File: config.mk
export PLATFORM = sky130hd
export DESIGN_NAME = free_list
export DESIGN_NICKNAME = d
export VERILOG_FILES = /design/src/rtl/phys_pkg.sv /design/src/rtl/free_list.sv
export SDC_FILE = /design/constraint.sdc
export NUM_CORES = 1
export LEC_CHECK = 0
export BUFFER_PORTS_ARGS = -buffer_cell sky130_fd_sc_hd__buf_2
export CELL_PAD_IN_SITES_DETAIL_PLACEMENT = 1
export CELL_PAD_IN_SITES_GLOBAL_PLACEMENT = 1
export CORE_MARGIN = 3
export CORE_UTILIZATION = 55
export DETAILED_ROUTE_END_ITERATION = 10
export PLACE_DENSITY_LB_ADDON = 0.1
export SLEW_MARGIN = 10
export SYNTH_ARGS = -nofsm -noshare
export SYNTH_HDL_FRONTEND = slang
export SYNTH_SLANG_ARGS = --single-unit
File: constraint.sdc
create_clock -name clk_i -period 5.87 [get_ports clk_i]
set_clock_uncertainty 0.15 [all_clocks]
set_input_delay 0.587 -clock clk_i [delete_from_list [all_inputs] [get_ports clk_i]]
set_output_delay 0.587 -clock clk_i [all_outputs]
set_load 0.005 [all_outputs]
File: src/rtl/phys_pkg.sv
// shared widths, register counts and typedefs, imported by every rtl module of the rename block

package phys_pkg;

    // architectural side, riscv integer regs
    localparam int NUM_ARCH_REGS = 32;
    localparam int AREG_BITS     = $clog2(NUM_ARCH_REGS); // 5 bits for x0..x31

    // physical tag width, room for up to 128 physical regs
    localparam int PHREG_BITS = 7;

    // data path width
    localparam int XLEN = 64;

    // architectural register index
    typedef logic [AREG_BITS-1:0] areg_t;

    // physical register tag
    // tag 0 is hardwired zero in the regfile
    typedef logic [PHREG_BITS-1:0] phreg_t;

    // one data word as carried on writeback and read buses
    typedef logic [XLEN-1:0] bus64_t;

endpackage

File: src/rtl/free_list.sv
// circular FIFO of free physical tags, pops on rename and takes tags back from commit

`timescale 1ns/1ps

module free_list #(
    parameter int NUM_PHYS_REGS = 64 // total tags incl. the 32 mapped at reset
) (
    input  logic              clk_i,
    input  logic              reset_i,

    input  logic              pop_i,       // rename takes the head
    input  logic              push_i,      // commit returns a tag
    input  phys_pkg::phreg_t  push_tag_i,

    output phys_pkg::phreg_t  head_tag_o,  // next tag to hand out
    output logic              empty_o
);

    import phys_pkg::*;

    // tags not mapped after reset
    localparam int FL_DEPTH = NUM_PHYS_REGS - NUM_ARCH_REGS;
    localparam int PTR_W    = (FL_DEPTH > 1) ? $clog2(FL_DEPTH) : 1;
    localparam int CNT_W    = $clog2(FL_DEPTH + 1);

    phreg_t           entries_q [FL_DEPTH];
    logic [PTR_W-1:0] head_q;
    logic [PTR_W-1:0] tail_q;
    logic [CNT_W-1:0] count_q;

    // wrap at FL_DEPTH, depth need not be a power of two
    function automatic logic [PTR_W-1:0] ptr_inc(input logic [PTR_W-1:0] ptr);
        if (ptr == PTR_W'(FL_DEPTH - 1)) begin
            return '0;
        end
        return ptr + 1'b1;
    endfunction

    assign head_tag_o = entries_q[head_q];
    assign empty_o    = (count_q == '0);

    // pointers and occupancy
    always_ff @(posedge clk_i) begin
        if (reset_i) begin
            head_q  <= '0;
            tail_q  <= '0;        // full, so tail wraps onto head
            count_q <= CNT_W'(FL_DEPTH);
        end else begin
            if (pop_i) begin
                head_q <= ptr_inc(head_q);
            end
            if (push_i) begin
                tail_q <= ptr_inc(tail_q);
            end
            case ({push_i, pop_i})
                2'b10:   count_q <= count_q + 1'b1;
                2'b01:   count_q <= count_q - 1'b1;
                default: count_q <= count_q; // both or neither
            endcase
        end
    end

    // storage
    // reset contents are the tags above the identity map, in ascending order
    always_ff @(posedge clk_i) begin
        if (reset_i) begin
            for (int i = 0; i < FL_DEPTH; i++) begin
                entries_q[i] <= phreg_t'(NUM_ARCH_REGS + i);
            end
        end else if (push_i) begin
            entries_q[tail_q] <= push_tag_i; // no overflow, tags in flight are bounded
        end
    end

endmodule

==> flow_summary.ini <==
[timing]
hold_viol_final = 0
period_minus_slack_ps = 3940
setup-tns-final_ps = 0
slew_violations = 0
tightest_slew_ps = 1230
period_share = 0.671
rsz0062_at_grt = no
max_freq_mhz = 254
setup_violations = 0
max_slew_margin = 0.180

[placed_design]
place_hpwl_mm = 18.7
gp_congestion = 0.836
portBuffers = 18

[synthesis]
yosysTopAreaCell = edfxtp_1
synth_flop_cell = edfxtp_1
synthArstFlopShare = 0
netlist_instances = 862
syn_nets = 883
synth_edf_count = 224
yosysWarnings = 0
ys_seq_area_frac = 0.612
yosys-top-cells-area = edfxtp_1 (58%), mux4_2 (8.1%), or3_1 (6.1%)
synth_cell_types = 43
synth_top_area_share = 0.576
netlist_area_um2 = 11700
postSynthAreaPerCell_um2 = 13.5
synth-seq-cells = 245

[clocking]
cts.sinks = 245
cts_buffers = 26
cts_max_level = 1
holdBufCountCts = 0
cts_tree = yes
post_cts_resized = 0
insertion_delay_ps = 520
clockBufferDepth = 3
clock-root-buffer = clkbuf_16
clk_pin_slew_worst_paths_ps = 60
cts_setup_buffers = 0

[critical_path]
rr_worst_depth = 3
cp_slowest_cell = dfxtp_4
crit_family = flip-flops
r2r-start = tail_q[2]$_SDFFE_PP0P_
regToRegEndpoint = entries_q[28][4]$_SDFFCE_PN1P_
cp-start-kind = register
crit_buf_inv = 2
max_stage_delay_ps = 840
cp_data_required_time_ps = 5130
crit_arrival_ps = 3200
critPathKind = register to output pin
worstPathMaxFanout = 38
crit_chain = buf_4 -> mux4_2 -> a22oi_1 -> nand4_1 -> buf_2
r2r_slack_ps = 3360
endpoint_kind = output pin

[power]
ir_worst_vdd_mv = 0.238
power_density_nw_per_um2 = 303
finalPower_mw = 3.80
power.leakage_nw = 3.77

[grt]
grtUsageTotal = 0.268
met3_usage = 0.0410
antenna_found_initial = 0
grt_pass1_wl_mm = 45.4
grt_use_met2 = 0.460
grt_max_degree = 54
grt_pass1_vias = 7342
use_met1 = 0.357
grt_most_used_layer = met2
gr-total-overflow = 0

[status]
outcome = completed

[layout]
drive_gt1_frac = 0.164
insertedDiodeCount = 0
mostFrequentLayoutCells = edfxtp_1 (224), or3_1 (114), and2_1 (113), nor2_1 (51), mux4_2 (42)
final_common_cell = edfxtp_1
nets = 850
fill_cells = 1954
syn2layout_area_growth_pct = 7.20

[route]
dr.pass1.iters = 4
finalWirelength_mm = 29.6
drcViolationCount = 0
via_per_inst = 6.24
drtAntennaViolNets = 0
vias = 6971
first_iter_violations = 476
wl_per_cell_um = 26.5

[min_path]
hold_end = tail_q[1]$_SDFFE_PP0P_
hold_path_depth = 3
min_path_type = input port to register
min_from = push_i

[floorplan]
dieArea_um2 = 23000
fp.dieW_um = 152
core-area_um2 = 20600
rows = 52
die_y_um = 152
io_pins = 19
initial_core_util = 0.568

[flow_run]
cap_violations = 0
==> cell families after synthesis <==
family / synth area share
AO/OA/AOI/OAI: 0.0335
XOR/XNOR: 0.00225
adder cells (fa/ha/maj): 0.0107
buffers and inverters: 0.0360
flip-flops: 0.612
multiplexers: 0.110
AND/OR/NAND/NOR: 0.195
==> synth_stat cells, types with 2 or more instances <==
cell        n
o21ai_0     6
a21oi_1    17
mux2i_1    32
dfxtp_1    21
xor2_1      3
mux4_2     42
nor3b_1     4
nand2_2     4
buf_2      15
nor3_1      2
nor2b_1     6
nand3b_1    7
nand2_1    13
or3_1     114
nand3_1     9
and3b_1     2
or3b_1      2
buf_6      10
or2_2      33
edfxtp_1  224
a31oi_1     3
buf_4       4
nand4_1     8
a22oi_1    29
and3_1      5
inv_1       3
and2_1    113
clkbuf_1   51
ha_1       10
a211o_1     2
nand2b_1    6
nor2_1     51
==> area by class of cell <==
class	count	area (um^2)	share of cell area
flip-flops and latches	245	7150	0.571
multi-input cells	534	4110	0.328
clock inverters	8	65.1	0.00520
inverters	3	11.3	0.000899
repair buffers	19	97.6	0.00780
well taps	270	338	0.0270
clock buffers	39	744	0.0595
==> flip-flops by register name, summed over array words and instances (netlist names), named ones only <==
| name | cells |
|---|---|
| head_q | 5 |
| entries_q | 224 |
| count_q | 6 |
| tail_q | 5 |
==> through the flow <==
stage | hold WS, ps | instance area [um^2] | utilization | setup slack, ps | instances
3_3_place_gp | 342 | 11700 | 0.570 | 2570 | 1071
5_1_grt | 293 | 12500 | 0.609 | 1780 | 1118
6_report | 262 | 12500 | 0.609 | 1930 | 1118
4_1_cts | 245 | 12500 | 0.609 | 1920 | 1118
3_5_place_dp | 361 | 11700 | 0.570 | 2450 | 1071
2_1_floorplan | 322 | 11700 | - | 3200 | 862
==> power by group <==
part           switching, mW  internal [mW]
clock                  0.658          0.915
combinational          0.146         0.0952
sequential            0.0466           1.94
total                  0.851           2.95
==> metal layers <==
| layer | share of wire | routed length [um] | up-vias |
|---|---|---|---|
| met5 | 0 | 0 | - |
| li1 | - | - | 3135 |
| met3 | 0.057 | 1680 | 53 |
| met4 | 0.025 | 748 | 0 |
| met2 | 0.51 | 15100 | 214 |
| met1 | 0.41 | 12100 | 3569 |
==> how the worst max path moves through the flow <==
stage                     depth (start not counted)                             end  slack, ps      from
after detailed placement                          5  entries_q[19][5]$_SDFFCE_PN1P_       2450   reset_i
after global routing                              5                   head_tag_o[0]       1780  register
after CTS                                         5                   head_tag_o[4]       1920  register
final                                             5                   head_tag_o[2]       1930  register
after global placement                            5   entries_q[3][0]$_SDFFCE_PN1P_       2570   reset_i
after floorplan                                   9         count_q[4]$_SDFFE_PP0P_       3200    push_i
==> tightest hold or removal path, delay by kind of cell <==
family	cells	cell delay, ps
simple gates	1	90
compound gates	1	60
buf+inv	1	140
No activity file was read; power rests on OpenSTA's default activity.
