<file path="src/rtl/phys_pkg.sv">
// shared widths, register counts and typedefs, imported by every rtl module of the rename block

package phys_pkg;

    // architectural side, riscv integer regs
    localparam int NUM_ARCH_REGS = 32;
    localparam int AREG_BITS     = $clog2(NUM_ARCH_REGS); // 5 bits for x0..x31

    // physical tag width, room for up to 128 physical regs
    localparam int PHREG_BITS = 7;

    // data path width
    localparam int XLEN = 64;

    // architectural register index
    typedef logic [AREG_BITS-1:0] areg_t;

    // physical register tag
    // tag 0 is hardwired zero in the regfile
    typedef logic [PHREG_BITS-1:0] phreg_t;

    // one data word as carried on writeback and read buses
    typedef logic [XLEN-1:0] bus64_t;

endpackage

</file>
<file path="src/rtl/rename_map.sv">
// rename table from architectural reg to physical tag, combinational lookup and update on alloc

`timescale 1ns/1ps

module rename_map #(
    parameter int NUM_PHYS_REGS = 64 // sets how many tag bits the table really stores
) (
    input  logic              clk_i,
    input  logic              reset_i,

    // alloc strobe from top, already qualified with dest != 0 and free list not empty
    input  logic              alloc_i,

    input  phys_pkg::areg_t   src1_areg_i,
    input  phys_pkg::areg_t   src2_areg_i,
    input  phys_pkg::areg_t   dest_areg_i,
    input  phys_pkg::phreg_t  new_tag_i,   // head of free list

    output phys_pkg::phreg_t  src1_tag_o,
    output phys_pkg::phreg_t  src2_tag_o,
    output phys_pkg::phreg_t  old_tag_o    // previous mapping of dest, freed at commit
);

    import phys_pkg::*;

    // only enough bits to name NUM_PHYS_REGS tags
    localparam int TAG_W = $clog2(NUM_PHYS_REGS);

    logic [TAG_W-1:0] map_q [NUM_ARCH_REGS];

    // lookups see the table before this cycle's write
    // so src == dest gives the old tag, as the instruction reads before it writes
    assign src1_tag_o = phreg_t'(map_q[src1_areg_i]);
    assign src2_tag_o = phreg_t'(map_q[src2_areg_i]);
    assign old_tag_o  = phreg_t'(map_q[dest_areg_i]);

    always_ff @(posedge clk_i) begin
        if (reset_i) begin
            // identity map, xi -> pi
            for (int i = 0; i < NUM_ARCH_REGS; i++) begin
                map_q[i] <= TAG_W'(i);
            end
        end else if (alloc_i) begin
            map_q[dest_areg_i] <= new_tag_i[TAG_W-1:0]; // x0 never allocates, stays at p0
        end
    end

endmodule

</file>
<file path="config.mk">
export PLATFORM = sky130hd
export DESIGN_NAME = rename_map
export DESIGN_NICKNAME = d
export VERILOG_FILES = /design/src/rtl/phys_pkg.sv /design/src/rtl/rename_map.sv
export SDC_FILE = /design/constraint.sdc
export NUM_CORES = 1
export LEC_CHECK = 0
export ABC_AREA = 1
export BUFFER_PORTS_ARGS = -buffer_cell sky130_fd_sc_hd__buf_2
export CAP_MARGIN = 20
export CORE_MARGIN = 2
export CORE_UTILIZATION = 35
export CTS_CLUSTER_SIZE = 25
export DETAILED_ROUTE_END_ITERATION = 12
export PLACE_DENSITY = 0.61
export SYNTH_ARGS = -nofsm -noshare
export SYNTH_HDL_FRONTEND = slang
export SYNTH_SLANG_ARGS = --single-unit
</file>
<file path="constraint.sdc">
create_clock -name clk_i -period 1.8 [get_ports clk_i]
set_input_delay 0.09 -clock clk_i [delete_from_list [all_inputs] [get_ports clk_i]]
set_output_delay 0.09 -clock clk_i [all_outputs]
set_load 0.02 [all_outputs]
</file>
==> metrics list <==
- Outcome: complete, but fails checks
- Violations in the final reports: negative setup slack
- Die Ht: 193 um
- Unrepaired setup endpoints after global routing: true
- Via count of the first global-routing pass: between 10,000 and 15,000
* Arrival time of data at the critical path endpoint: 1.78 ns
- Layout-stage area growth over the synthesis result: 21.4%
- Floorplan core area: 35,400 sq um
* Leading cell types by total area after synthesis: sky130_fd_sc_hd__edfxtp_1 (46%), sky130_fd_sc_hd__nand2_1 (28%), sky130_fd_sc_hd__nand3_1 (12%)
- Global routing consumed, over all layers together, 25.8% of the routing resources.
- Kind of start point of the critical path: flip-flop
* Leak Pwr: 6.35 nW
- CTS tree: done
- After detailed routing, the number of vias per cell comes to 5.64.
- Max-Slew Margin vs Limit: 52.9%
* Number of detailed-routing iterations run before antenna repair: 6
* Count of routing violations after the opening detailed-route iteration: 1,691
* Area of the die: 37,400 sq um
* Required time of the worst setup path: 1.71 ns
* Cell depth of the worst min-delay path: 4
- Transition time at the pin with the least slew margin: slightly above 0.7 ns
- GR Util met3: between 4 and 5%
- Summed over all instances, the cell type with the most area after synthesis is sky130_fd_sc_hd__edfxtp_1.
- The number of antenna violations at the first check in global routing came to 1.
- Fraction of the yosys area taken by sequential cells: 46.0%
* End point of the most critical hold path: map_q[19][0]
- On the worst path, the slowest cell contributes a delay of 0.48 ns.
- H-tree lvl count: 4
- First-pass GRT wire length: approximately 73,000 um
- Fraction of layout cells with a size suffix above 1: 19.7%
- CTS placed an instance of sky130_fd_sc_hd__clkbuf_16 at the clock tree root.
- Across all setup checks in the final design, the least slack found is -0.0705 ns.
* Largest buffer count on any clock path: 2
- Cell with the biggest individual delay on the critical path: sky130_fd_sc_hd__edfxtp_1
- Worst-path maximum fanout: 3
- Clock-pin slew was measured on the worst setup and hold paths at roughly 0.070 ns.
- Summed over all nets, the half-perimeter wirelength after detailed placement is 32,300 um.
- The final number of hold-violating endpoints is 0.
* Maximum number of pins on one net before global-route repair: just under 60
* Sinks on the clock net: 192
- The path class of the tightest hold or removal check is input port to flip-flop.
- The top cell types in the final layout, fill and taps aside, are sky130_fd_sc_hd__nand2_1 (855), sky130_fd_sc_hd__nand3_1 (233), sky130_fd_sc_hd__edfxtp_1 (192).
* YS warnings: 0
- The max-slew violation total from the final report is 0.
* Number of distinct library cells after synthesis: 19
- The worst setup path is captured at an output port.
- Cell area power density: 779 nW/um^2
- Horizontal die dimension: 193 um
- Across the whole layout, storage elements account for slightly below 6000 sq um.
* Cell count after placement: around 2,300
- Regs by FF count: map_q (192)
* Mapped Area: 12,500 sq um
- Fraction of the core area covered by cells at the end of the flow: 43.0%
- In the final timing run, aggregate negative setup slack is -0.324 ns.
- Met2 GRT Util: between 40% and 50%
* Number of maximum-capacitance violations: 0
* Category of the critical setup timing path: flip-flop to output port
- For this block, the via count after detailed routing is roughly 13,000.
* Post-detailed-route count of antenna-violating nets: 0
- Global routing finished with a remaining overflow of 0.
- GP Congestion: 0.933
* Worst path buffer plus inverter count: 1
* Most Crowded Layer GR: met2
* Post-layout instance count excluding filler cells: roughly 2,300
* Aggregate routed wire length: 49,100 um
- Quantity of I/O buffers inserted on ports: 41
- Across all hold checks on the routed design, the worst slack comes to 0.128 ns.
* Post-Synthesis Mean Instance Area: 6.93 sq um
* Row count: 69
- Met1 Usage GRT: between 30% and 40%
- Worst min-delay path startpoint: new_tag_i[0]
- The critical path goes through nand2_1, nand4_1, nand2_1, nand2_1, nor2_1, nand2_1, buf_6.
- Dividing the final minimum period by the clock period gives 104%.
* Total Power: 0.0119 W
- Counting stages on the worst path, the most repeated cell is sky130_fd_sc_hd__nand2_1.
* Register with the most flip-flops: map_q
- The multi-input combinational cells in the finished layout cover a total of roughly 6600 sq um.
* Max VDD drop: slightly above 0.5 mV
- Crit path max-delay family: simple AND/OR/NAND/NOR gates
- After the last flow step, the layout net total stands at 1,877.
- Fill cells in the final layout number 3,511.
* Wirelength per Cell: about 21 um
- Most frequent standard cell in the layout excluding fill and tap cells: sky130_fd_sc_hd__nand2_1
- Final critical-path required period: 1.87 ns
- Number of top-level pins: 46
- Fmax: 535 MHz
* Number of buffers created by CTS: 17
- After detailed routing, the number of remaining DRC violations is 0.
- Yosys reg bits: 192
* Flip-flop count of the largest register after layout: 192
- Setup violations remaining at the end of the flow were counted as 9.
* Gate Count Post-Synth: about 1,800
- Post-synth top area share: 46.0%
- Once the floorplan was initialized, standard cells occupied 35.4% of the core.
-- metal layers --
layer,vias to the layer above,wire [um]
met5,-,0
met4,0,1860
met3,134,5600
met2,907,22300
met1,6133,19300
li1,5945,-
-- logic make-up after synthesis --
group / Yosys count / synth area share (%)
flops: 192 / 46.0
other cells: 1 / 0.0299
buf+inv: 185 / 5.90
simple gates: 1431 / 48.1
-- cell type report --
cell class | instances | share of cell area, %
Sequential cell | 192 | 37.9
Tap cell | 461 | 3.79
Clock inverter | 13 | 1.08
Inverter | 65 | 1.64
Antenna cell | 1 | 0.0164
Clock buffer | 19 | 2.84
Multi-Input combinational cell | 1434 | 43.3
Timing Repair Buffer | 142 | 9.51
-- synthesized netlist by cell type, drive strengths merged --
library cell and count:
buf 40, clkbuf 80, clkinv 2, conb 1, edfxtp 192, inv 63, nand2 927, nand3 289
nand4 48, nor2 159, nor3 8
-- how the worst max path moves through the flow --
stage                     cells past startpoint           start  slack, ns      endpoint
after global routing                          8     map_q[9][5]      -0.13  old_tag_o[5]
after global placement                        9  dest_areg_i[1]       0.05  map_q[29][4]
after floorplan                               6  dest_areg_i[0]       0.35   map_q[4][0]
final                                         7    map_q[31][5]      -0.07  old_tag_o[5]
after detailed placement                      9  dest_areg_i[1]       0.02  map_q[29][1]
after CTS                                     7     map_q[1][3]      -0.04  old_tag_o[3]
-- metrics by stage --
stage / cell area, sq um / worst slack, ns
2_1_floorplan: 12600 / 0.348
3_3_place_gp: 14000 / 0.0521
3_5_place_dp: 14000 / 0.0168
4_1_cts: 14900 / -0.0418
5_1_grt: 15200 / -0.135
6_report: 15200 / -0.0705
-- tightest hold or removal path: stages --
cell                      delay, ns
sky130_fd_sc_hd__buf_2         0.07
sky130_fd_sc_hd__inv_1         0.05
sky130_fd_sc_hd__buf_12        0.18
sky130_fd_sc_hd__nand2_1       0.09
-- repair_timing --
item / CTS / global route
setup endpoints to repair: 17 / 18
pin swaps: 63 / 100
gates resized for setup: 88 / 94
buffers inserted: 3 / 1
hold buffers: 0 / 0
-- report_power, final --
group / total (W) / switching (W) / internal, W
logic: 0.00239 / 0.00161 / 0.000776
clock network: 0.00406 / 0.00187 / 0.00219
registers: 0.00542 / 0.000252 / 0.00516
No activity file was read; power rests on OpenSTA's default activity.
